===== config.mk =====
export PLATFORM = sky130hd
export DESIGN_NAME = fpMul
export DESIGN_NICKNAME = d
export VERILOG_FILES = /design/src/design/fpPkg.sv /design/src/design/fpMul.sv /design/src/design/fpMulChecker.sv /design/src/design/fpRound.sv /design/src/design/boothMultiplier.sv
export SDC_FILE = /design/constraint.sdc
export NUM_CORES = 2
export LEC_CHECK = 0
export ABC_AREA = 0
export BUFFER_PORTS_ARGS = -buffer_cell sky130_fd_sc_hd__clkbuf_2
export CELL_PAD_IN_SITES_DETAIL_PLACEMENT = 1
export CELL_PAD_IN_SITES_GLOBAL_PLACEMENT = 2
export CORE_UTILIZATION = 40
export DETAILED_ROUTE_END_ITERATION = 10
export PLACE_DENSITY_LB_ADDON = 0.08
export SLEW_MARGIN = 5
export SYNTH_ARGS = -nofsm -noshare
export SYNTH_HDL_FRONTEND = slang
export SYNTH_HIERARCHICAL = 1
export SYNTH_SLANG_ARGS = --single-unit

===== constraint.sdc =====
create_clock -name clk -period 13 [get_ports clk]
set_clock_uncertainty 0.05 [all_clocks]
set_input_delay 1.3 -clock clk [delete_from_list [all_inputs] [get_ports clk]]
set_output_delay 1.3 -clock clk [all_outputs]
set_load 0.02 [all_outputs]

===== src/design/fpPkg.sv =====
package fpPkg;

    // Significand width including the hidden one
    localparam int sigWidth = 24;
    localparam int expBias  = 127;

    typedef logic [31:0]           fp32T;
    typedef logic [7:0]            expT;
    typedef logic [22:0]           fracT;
    typedef logic [sigWidth-1:0]   sigT;
    typedef logic [2*sigWidth-1:0] prodT;

    // Exponent sum minus the bias is wide enough for overflow and underflow
    typedef logic signed [9:0] expSumT;

    typedef enum logic [2:0] {
        rne = 3'd0,
        rtz = 3'd1,
        rdn = 3'd2,
        rup = 3'd3,
        rmm = 3'd4
    } roundModeT;

    // isZero also covers subnormals because they are flushed
    typedef struct packed {
        logic isZero;
        logic isSub;
        logic isInf;
        logic isNan;
    } fpClassT;

    typedef struct packed {
        fp32T      x;
        fp32T      y;
        roundModeT rMode;
    } mulReqT;

    typedef struct packed {
        fp32T z;
        logic ovrf;
        logic udrf;
    } mulRspT;

    // Contents of the first pipeline register
    typedef struct packed {
        mulReqT  req;
        fpClassT xClass;
        fpClassT yClass;
        prodT    prod;
        expSumT  expSum;
    } stageOneT;

    localparam fp32T qNan      = 32'h7FC0_0000;
    localparam fp32T posInf    = 32'h7F80_0000;
    localparam fp32T maxFinite = 32'h7F7F_FFFF;

endpackage

===== src/design/fpMul.sv =====
`timescale 1ns/1ps

module fpMul #(
    parameter int SigWidth = fpPkg::sigWidth
) (
    input  logic          clk,
    input  logic          rst,
    input  logic          inVld,
    input  fpPkg::mulReqT req,
    output logic          outVld,
    output fpPkg::mulRspT rsp
);

    fpPkg::fpClassT  xClass;
    fpPkg::fpClassT  yClass;
    fpPkg::sigT      xSig;
    fpPkg::sigT      ySig;
    fpPkg::prodT     prod;
    fpPkg::expSumT   expSum;
    fpPkg::stageOneT stageOne;
    logic            stageOneVld;
    fpPkg::mulRspT   rspNext;
    fpPkg::fp32T     rspX;
    fpPkg::fp32T     rspY;

    function automatic fpPkg::fpClassT classify(input fpPkg::fp32T v);
        fpPkg::expT     e;
        fpPkg::fracT    f;
        fpPkg::fpClassT c;

        e        = v[30:23];
        f        = v[22:0];
        c.isZero = (e == '0);
        c.isSub  = (e == '0) && (f != '0);
        c.isInf  = (e == '1) && (f == '0);
        c.isNan  = (e == '1) && (f != '0);
        return c;
    endfunction

    assign xClass = classify(req.x);
    assign yClass = classify(req.y);

    // Flushed operands feed a zero significand
    assign xSig = xClass.isZero ? '0 : {1'b1, req.x[22:0]};
    assign ySig = yClass.isZero ? '0 : {1'b1, req.y[22:0]};

    assign expSum = fpPkg::expSumT'({2'b00, req.x[30:23]}) +
                    fpPkg::expSumT'({2'b00, req.y[30:23]}) -
                    fpPkg::expSumT'(fpPkg::expBias);

    boothMultiplier #(
        .SigWidth(SigWidth)
    ) u_boothMultiplier (
        .multiplicand(xSig),
        .multiplier  (ySig),
        .product     (prod)
    );

    // Stage 1
    always_ff @(posedge clk) begin
        if (rst) begin
            stageOneVld <= 1'b0;
        end else begin
            stageOneVld <= inVld;
        end
    end

    always_ff @(posedge clk) begin
        if (inVld) begin
            stageOne.req    <= req;
            stageOne.xClass <= xClass;
            stageOne.yClass <= yClass;
            stageOne.prod   <= prod;
            stageOne.expSum <= expSum;
        end
    end

    fpRound u_fpRound (
        .stage(stageOne),
        .rsp  (rspNext)
    );

    // Stage 2 output register
    always_ff @(posedge clk) begin
        if (rst) begin
            outVld <= 1'b0;
            rsp    <= '0;
        end else begin
            outVld <= stageOneVld;
            if (stageOneVld) begin
                rsp <= rspNext;
            end
        end
    end

    // Operands kept alongside rsp for the checker
    always_ff @(posedge clk) begin
        if (stageOneVld) begin
            rspX <= stageOne.req.x;
            rspY <= stageOne.req.y;
        end
    end

    fpMulChecker u_fpMulChecker (
        .clk     (clk),
        .rst     (rst),
        .stage   (stageOne),
        .stageVld(stageOneVld),
        .rsp     (rsp),
        .rspX    (rspX),
        .rspY    (rspY),
        .rspVld  (outVld)
    );

endmodule


===== src/design/fpMulChecker.sv =====
`timescale 1ns/1ps

module fpMulChecker (
    input logic            clk,
    input logic            rst,
    input fpPkg::stageOneT stage,
    input logic            stageVld,
    input fpPkg::mulRspT   rsp,
    input fpPkg::fp32T     rspX,
    input fpPkg::fp32T     rspY,
    input logic            rspVld
);

    // One extra digit so the unsigned multiplier needs no correction term
    localparam int RefDigits = fpPkg::sigWidth / 2 + 1;

    logic        xSub;
    logic        xZero;
    logic        xInfNan;
    logic        ySub;
    logic        yZero;
    logic        yInfNan;
    logic        stageNormal;
    fpPkg::fp32T signedZero;
    fpPkg::prodT refProd;

    function automatic fpPkg::prodT boothRef(input fpPkg::sigT mcand,
                                             input fpPkg::sigT mplier);
        logic [fpPkg::sigWidth+2:0] mPad;
        fpPkg::prodT                mExt;
        fpPkg::prodT                term;
        fpPkg::prodT                acc;
        logic [2:0]                 triplet;

        mExt = fpPkg::prodT'(mcand);
        mPad = {2'b00, mplier, 1'b0};
        acc  = '0;
        for (int i = 0; i < RefDigits; i++) begin
            triplet = mPad[2*i +: 3];
            case (triplet)
                3'b001,
                3'b010:  term = mExt;
                3'b011:  term = mExt << 1;
                3'b100:  term = -(mExt << 1);
                3'b101,
                3'b110:  term = -mExt;
                default: term = '0;
            endcase
            acc = acc + (term << (2 * i));
        end
        return acc;
    endfunction

    // Classification of the operands that produced rsp
    assign xSub    = (rspX[30:23] == 8'h00) && (rspX[22:0] != '0);
    assign xZero   = (rspX[30:0] == '0);
    assign xInfNan = (rspX[30:23] == 8'hFF);
    assign ySub    = (rspY[30:23] == 8'h00) && (rspY[22:0] != '0);
    assign yZero   = (rspY[30:0] == '0);
    assign yInfNan = (rspY[30:23] == 8'hFF);

    assign signedZero = {rspX[31] ^ rspY[31], 31'd0};

    // Both stage-1 operands normal
    assign stageNormal = (stage.req.x[30:23] != 8'h00) && (stage.req.x[30:23] != 8'hFF) &&
                         (stage.req.y[30:23] != 8'h00) && (stage.req.y[30:23] != 8'hFF);

    assign refProd = boothRef({1'b1, stage.req.x[22:0]}, {1'b1, stage.req.y[22:0]});

    mulSubTimesNum: assert property (@(posedge clk) disable iff (rst)
        rspVld && ((xSub && !yInfNan) || (ySub && !xInfNan)) |-> rsp.z == signedZero)
        else $error("Subnormal times finite gave %h", rsp.z);

    mulSubTimesSub: assert property (@(posedge clk) disable iff (rst)
        rspVld && xSub && ySub |-> rsp.z == signedZero)
        else $error("Subnormal times subnormal gave %h", rsp.z);

    mulZeroTimesZero: assert property (@(posedge clk) disable iff (rst)
        rspVld && xZero && yZero |-> rsp.z == signedZero)
        else $error("Zero times zero gave %h", rsp.z);

    mulZeroTimesNum: assert property (@(posedge clk) disable iff (rst)
        rspVld && ((xZero && !yInfNan) || (yZero && !xInfNan)) |-> rsp.z == signedZero)
        else $error("Zero times finite gave %h", rsp.z);

    boothEncode: assert property (@(posedge clk) disable iff (rst)
        stageVld && stageNormal |-> stage.prod == refProd)
        else $error("Stage-1 product %h, expected %h", stage.prod, refProd);

    flagsExclusive: assert property (@(posedge clk) disable iff (rst)
        rspVld |-> !(rsp.ovrf && rsp.udrf))
        else $error("Overflow and underflow raised together");

endmodule


===== src/design/fpRound.sv =====
`timescale 1ns/1ps

module fpRound (
    input  fpPkg::stageOneT stage,
    output fpPkg::mulRspT   rsp
);

    logic                   sign;
    fpPkg::fracT            fracNorm;
    logic                   guard;
    logic                   sticky;
    fpPkg::expSumT          expNorm;
    logic                   roundUp;
    logic [fpPkg::sigWidth:0] sigRound;
    fpPkg::expSumT          expFinal;
    fpPkg::fracT            fracFinal;
    logic                   toInf;
    logic                   anyNan;
    logic                   infTimesZero;
    logic                   anyInf;
    logic                   anyZero;

    assign sign = stage.req.x[31] ^ stage.req.y[31];

    // Product of two [1,2) significands lies in [1,4)
    always_comb begin
        if (stage.prod[47]) begin
            fracNorm = stage.prod[46:24];
            guard    = stage.prod[23];
            sticky   = |stage.prod[22:0];
            expNorm  = stage.expSum + 10'sd1;
        end else begin
            fracNorm = stage.prod[45:23];
            guard    = stage.prod[22];
            sticky   = |stage.prod[21:0];
            expNorm  = stage.expSum;
        end
    end

    always_comb begin
        case (stage.req.rMode)
            fpPkg::rtz: roundUp = 1'b0;
            fpPkg::rdn: roundUp = sign & (guard | sticky);
            fpPkg::rup: roundUp = ~sign & (guard | sticky);
            fpPkg::rmm: roundUp = guard;
            // rne and any unused code
            default:    roundUp = guard & (sticky | fracNorm[0]);
        endcase
    end

    assign sigRound = {1'b0, 1'b1, fracNorm} + {{fpPkg::sigWidth{1'b0}}, roundUp};

    // Carry out of rounding leaves 10.000... so shift right by one
    always_comb begin
        if (sigRound[fpPkg::sigWidth]) begin
            expFinal  = expNorm + 10'sd1;
            fracFinal = sigRound[23:1];
        end else begin
            expFinal  = expNorm;
            fracFinal = sigRound[22:0];
        end
    end

    // Overflow saturates to infinity only when the mode rounds away from zero
    always_comb begin
        case (stage.req.rMode)
            fpPkg::rtz: toInf = 1'b0;
            fpPkg::rdn: toInf = sign;
            fpPkg::rup: toInf = ~sign;
            default:    toInf = 1'b1;
        endcase
    end

    assign anyNan       = stage.xClass.isNan | stage.yClass.isNan;
    assign infTimesZero = (stage.xClass.isInf & stage.yClass.isZero) |
                          (stage.yClass.isInf & stage.xClass.isZero);
    assign anyInf       = stage.xClass.isInf | stage.yClass.isInf;
    assign anyZero      = stage.xClass.isZero | stage.yClass.isZero;

    always_comb begin
        rsp = '0;
        if (anyNan || infTimesZero) begin
            rsp.z = fpPkg::qNan;
        end else if (anyInf) begin
            rsp.z = {sign, fpPkg::posInf[30:0]};
        end else if (anyZero) begin
            rsp.z = {sign, 31'd0};
        end else if (expFinal > 10'sd254) begin
            rsp.ovrf = 1'b1;
            rsp.z    = toInf ? {sign, fpPkg::posInf[30:0]} : {sign, fpPkg::maxFinite[30:0]};
        end else if (expFinal < 10'sd1) begin
            // Flush to zero below the normal range
            rsp.udrf = 1'b1;
            rsp.z    = {sign, 31'd0};
        end else begin
            rsp.z = {sign, expFinal[7:0], fracFinal};
        end
    end

endmodule


===== src/design/boothMultiplier.sv =====
`timescale 1ns/1ps

module boothMultiplier #(
    parameter int SigWidth = 24
) (
    input  logic [SigWidth-1:0]   multiplicand,
    input  logic [SigWidth-1:0]   multiplier,
    output logic [2*SigWidth-1:0] product
);

    localparam int Digits    = SigWidth / 2;
    localparam int ProdWidth = 2 * SigWidth;

    logic [ProdWidth-1:0] mcandOne;
    logic [ProdWidth-1:0] mcandTwo;
    logic [SigWidth:0]    mplierPad;
    logic [ProdWidth-1:0] partials [Digits];
    logic [ProdWidth-1:0] topFix;

    // Multiplicand is unsigned, so it is zero extended
    assign mcandOne  = ProdWidth'(multiplicand);
    assign mcandTwo  = mcandOne << 1;
    // Implicit zero to the right of bit 0 for the first digit
    assign mplierPad = {multiplier, 1'b0};

    for (genvar i = 0; i < Digits; i++) begin : gDigit
        logic [2:0]           code;
        logic [ProdWidth-1:0] select;

        assign code = mplierPad[2*i +: 3];

        // Radix-4 recoding into a digit from -2 to +2
        always_comb begin
            case (code)
                3'b001,
                3'b010:  select = mcandOne;
                3'b011:  select = mcandTwo;
                3'b100:  select = -mcandTwo;
                3'b101,
                3'b110:  select = -mcandOne;
                default: select = '0;
            endcase
        end

        assign partials[i] = select << (2 * i);
    end

    // The digits read the multiplier as two's complement, so a set MSB
    // needs M * 2^SigWidth added back to get the unsigned product
    assign topFix = multiplier[SigWidth-1] ? (mcandOne << SigWidth) : '0;

    always_comb begin
        product = topFix;
        for (int i = 0; i < Digits; i++) begin
            product = product + partials[i];
        end
    end

    // Recoded sum must equal the plain integer product
    always_comb begin
        boothProductExact: assert final (
            (multiplicand == '0) || (multiplier == '0) ||
            (product == mcandOne * ProdWidth'(multiplier)))
        else
            $error("Booth product %h differs for %h x %h", product, multiplicand,
                   multiplier);
    end

endmodule


==> Word-level counts from Yosys, hierarchy flattened <==
Index checks and enable logic that the tools add are counted.
{ "totals": {"register_bits": 167, "latch_bits": 0, "ramBits": 0, "mem_bits_ro": 0, "inputBits": 70, "output_inout_bits": 35, "word_cells": 195, "n_memories": 0} }
{ "op_classes": {"addsub": 19, "mul": 0, "div_mod_pow": 0, "order_cmp": 2, "eq_ne": 75, "shift": 0, "muxes": 35, "bitwise": 13, "reduce_logical": 35} }
{ "op_table": {"columns": ["operator", "count"], "rows": [
  ["$add A48 B48 Y48", 12],
  ["$pmux W46 S4", 1],
  ["$pmux W44 S4", 1],
  ["$pmux W42 S4", 1],
  ["$pmux W40 S4", 1],
  ["$pmux W38 S4", 1],
  ["$pmux W36 S4", 1],
  ["$pmux W48 S3", 1],
  ["$pmux W34 S4", 1],
  ["$pmux W32 S4", 1],
  ["$mux W31", 4],
  ["$pmux W30 S4", 1],
  ["$pmux W28 S4", 1],
  ["$pmux W26 S4", 1],
  ["$eq A3 B3 Y1 const B", 34],
  ["$eq A3 B2 Y1 const B", 24],
  ["$mux W24", 3],
  ["$mux W48", 1],
  ["$neg A24 Y48", 1],
  ["$neg A25 Y48", 1],
  ["$logic_not A23 Y1", 2],
  ["$mux W23", 2],
  ["$reduce_bool A23 Y1", 2],
  ["$reduce_or A2 Y1", 22],
  ["25 further kinds", 59]
]} }

==> Logic depth before layout (Yosys ltp) <==
{ "logic_depth": {"depth_word": 16, "ltp_mapped": 37, "mapped_depth_nobuf": 33} }

==> Cells and area by module <==
Netlist, hierarchy kept.
{ "by_module_without_submodules": {"columns": ["mod", "n_inst", "cells_each", "area_each_um2", "seq_area_each_um2"], "rows": [
  ["boothMultiplier", 1, 3213, 23457.5, 0.0],
  ["fpMul", 1, 387, 6337.3, 4714.5],
  ["fpRound", 1, 347, 2362.3, 0.0]
]} }

==> Worst setup path after synthesis <==
No wires, ideal clock.
{ "synth_timing": {"kind": "input-to-reg", "startpoint": "input req[59] (netlist bit)", "endpoint": "register stageOne[54] (netlist bit), data pin", "setup_ns": 0.269, "arrival_ns": 9.944, "t_required_ns": 12.681, "slack_ns": 2.737, "cell_stages": 33, "n_path_buf": 5, "cell_sequence": "nor4_2 nand2_2 buf_6 and2_4 buf_2 or4_1 or4_4 buf_6 or3_1 buf_2 or3_4 xnor2_4 buf_4 o21ai_0 o21ai_0 a21oi_1 fa_1 fa_1 fa_1 fa_1 inv_1 fa_1 inv_1 ha_1 a211o_1 a21oi_1 nand2_1 or4b_2 nand3_1 a21oi_1 a2111oi_0 o31ai_1 xor2_1"} }
{ "synth_via": {"elab_chain_cells": 16, "word_cells_on_any_way": 29, "cone_classes": "14 x add/sub; 14 x mux; 1 x reduce/logical"} }
{ "synth_lines": {"columns": ["item", "line", "rtl"], "rows": [
  ["start, declared", "fpMul.sv:9", "input fpPkg::mulReqT req,"],
  ["$logic_not A8 Y1 (*)", null, null],
  ["$mux W24 (*)", "fpMul.sv:44", "assign xSig = xClass.isZero ? '0 : {1'b1, req.x[22:0]};"],
  ["net xSig[6]", "fpMul.sv:16", "fpPkg::sigT xSig;"],
  ["$neg A25 Y48 / $neg A24 Y48 (equally long branches)", "boothMultiplier.sv:38, boothMultiplier.sv:40", null],
  ["$pmux W48 S3", "boothMultiplier.sv:34", "case (code)"],
  ["$add A48 B48 Y48 (11 in a row)", "boothMultiplier.sv:55", "product = product + partials[i];"],
  ["$add A48 B48 Y48 (*)", "boothMultiplier.sv:55", null],
  ["net prod[44]", "fpMul.sv:18", "fpPkg::prodT prod;"],
  ["end, declared", "fpMul.sv:20", "fpPkg::stageOneT stageOne;"]
]} }
Mark *: on every way through the listed nets, which the timed path passes. The rest lies on a longest branch.
A chain may end at the register's enable or synchronous reset.

==> Final worst setup path <==
Ends and elaborated chain as after synthesis.

==> metrics.md <==
| Metric | Value |
|---|---|
| Clock sink count | 105 |
| Synthesized area | 30200 µm² |
| Outcome | complete, no violations |
| Die span in x | 277 µm |
| Vias in the first global route | 31700 |
| Worst r2r src | stageOne[57]$_DFFE_PP_ |
| Period minus WS final | 11.51 ns |
| Post-cts resize count | 0 |
| DR DRC count | 0 |
| First-pass GRT wire length | 221000 µm |
| Worst-margin pin slew | 1.34 ns |
| Flop2flop setup slack | 7.15 ns |
| Slowest CP cell | or4b_2 |
| Syn Nets | 4418 |
| H-tree levels | 3 |
| Post-CTS Setup Bufs | 0 |
| Hold Vio Cnt, Final | 0 |
| Nets | 4290 |
| Rel. slew slack | 0.103 |
| Total grt overflow | 0 |
| Post-DP Area | 31500 µm² |
| Final Cell Area | 31800 µm² |
| Initial Util | 0.405 |
| Hold-fix buffer count after cts | 0 |
| Via Count | 31200 |
| Post-route setup slack | 1.49 ns |
| Kind of critical path | in2reg |
| Startpoint types | primary input |
| Yosys Warn Count | 6 |
| Area growth syn-to-layout | 5.04% |
| Place WS | 1.27 ns |
| Setup-failing EPs final | 0 |
| # rows | 100 |
| Clock latency on the worst-skew pair | 0.36 ns |
| Worst setup path end | stageOne[54]$_DFFE_PP_ |
| Largest net degree at the start of global routing | 71 |
| Most used cell, CP | fa_1 |
| Crit path from | req[59] |
| RSZ-0062 raised after global routing | false |
| Max-Cap Viols | 0 |
| DRT iter0 DRCs | 3499 |
| FMAX | 86.9 MHz |
| Core area | 74600 µm² |
| Max Slew Vio Count | 0 |
| Fin crit share | 0.885 |
| WL per Instance | 32.1 µm |
| I/O pin total | 105 |
| Critical path endpoint category | flop |
| DRT Wirelength | 152000 µm |
| DPL Wire Length | 116000 µm |
| Req. time, crit path | 13.05 ns |
| Drt via density | 6.61 |
| Mean Syn Cell Area | 7.79 µm² |
| Sum Neg Setup Slack | 0 ns |
| Worst min path class | reg2reg |
| Total GRT Usage | 0.390 |
| R2R depth | 21 |
| Number of port buffers | 104 |
| TritonCTS Buffers | 9 |
| Routed Antenna Nets | 0 |
| Layout cells sized above 1 | 0.110 |
| Worst-path fanout max | 34 |
| Fillers | 9051 |
| Final RePlAce weighted congestion | 0.983 |
| Arr. time, crit path | 11.56 ns |
| Drt pass-1 iters | 6 |
| Cells after synthesis | 3881 |
| TritonCTS clock tree | yes |
| Die Span Y | 277 µm |
| Root buffer cell | clkbuf_16 |
| CTS clk-pin slew, worst paths | 0.07 ns |
| Critical Path Max Stage Delay | 0.71 ns |
| Initial antenna violation count | 2 |
| RR Endpoint | rsp[3]$_SDFFE_PP0P_ |
| CTS Buffer Depth | 2 |
| Die area | 76700 µm² |
-- stage by stage --
| step | hold slack (ns) | std cells | util |
|---|---|---|---|
| after floorplan | 0.533 | 3881 | - |
| after global placement | 0.421 | 4711 | 0.422 |
| after detailed placement | 0.441 | 4711 | 0.422 |
| after CTS | 0.459 | 4727 | 0.426 |
| after global routing | 0.479 | 4727 | 0.426 |
| final | 0.447 | 4730 | 0.426 |
-- critical path, delay by kind of cell --
family / cells / cell delay [ns]
buffers and inverters: 5 / 0.82
adder cells (fa/ha/maj): 6 / 2.92
AO/OA/AOI/OAI: 8 / 1.94
AND/OR/NAND/NOR: 10 / 4.13
XOR/XNOR: 2 / 0.34
-- placed cells by master (no fill, tap or decap), types with 13 or more instances in the layout --
cell       count
a221o_1       74
nand4_1       27
nor2b_1       14
nor3_1        25
and2_4        34
dfxtp_1       35
buf_4        120
o221ai_1      22
a31oi_1       24
xnor2_1      133
a22oi_1       48
nand2_1      368
a211oi_1      13
a22o_1        21
o21ai_0      321
a21oi_1      227
mux2_2        26
o22ai_1       86
or2_2         14
inv_1        454
ha_1         108
clkbuf_2     103
nand3_1       36
nor2_1       313
mux2i_1       78
edfxtp_1      69
fa_1         359
nand2b_1      13
o211ai_1      26
a21oi_2       21
xor2_1        75
and2_1        35
a31o_2        15
nor4_1        24
a2bb2oi_1     27
a21o_1        55
a221oi_1     108
-- area by class of cell --
cell class	instances	area [µm²]	share of cell area
Timing Repair Buffer	223	1420	0.0446
Inverter	460	1730	0.0545
Antenna cell	3	7.51	0.000236
Multi-Input combinational cell	2954	24300	0.765
Clock buffer	9	225	0.00709
Clock inverter	7	63.8	0.00201
Sequential cell	105	2790	0.0880
Tap cell	969	1210	0.0382
-- how the worst min path moves through the flow --
stage / from / endpoint / slack (ns) / cells past startpoint
global route: rsp[23]$_SDFFE_PP0P_ / rsp[23]$_SDFFE_PP0P_ / 0.48 / 2
global placement: rsp[8]$_SDFFE_PP0P_ / rsp[8]$_SDFFE_PP0P_ / 0.42 / 2
floorplan: rsp[24]$_SDFFE_PP0P_ / rsp[24]$_SDFFE_PP0P_ / 0.53 / 2
finish: rsp[13]$_SDFFE_PP0P_ / rsp[13]$_SDFFE_PP0P_ / 0.45 / 2
CTS: rsp[13]$_SDFFE_PP0P_ / rsp[13]$_SDFFE_PP0P_ / 0.46 / 2
detailed placement: rsp[17]$_SDFFE_PP0P_ / rsp[17]$_SDFFE_PP0P_ / 0.44 / 2
-- metal layers --
layer | wire (µm) | global-route usage | vias up
met5 | 19 | 0 | -
met4 | 9330 | 0.216 | 2
met3 | 15300 | 0.0845 | 490
met2 | 66800 | 0.610 | 1998
met1 | 60500 | 0.499 | 15600
li1 | - | - | 13100
-- state kept, by name, summed over array words and instances (netlist names) --
signal / cells
rsp: 34
stageOne: 69
outVld: 1
stageOneVld: 1
Power is left out: the tool's default activity adds up to more than one toggle a clock period on the data nets, which glitch-free logic cannot reach.
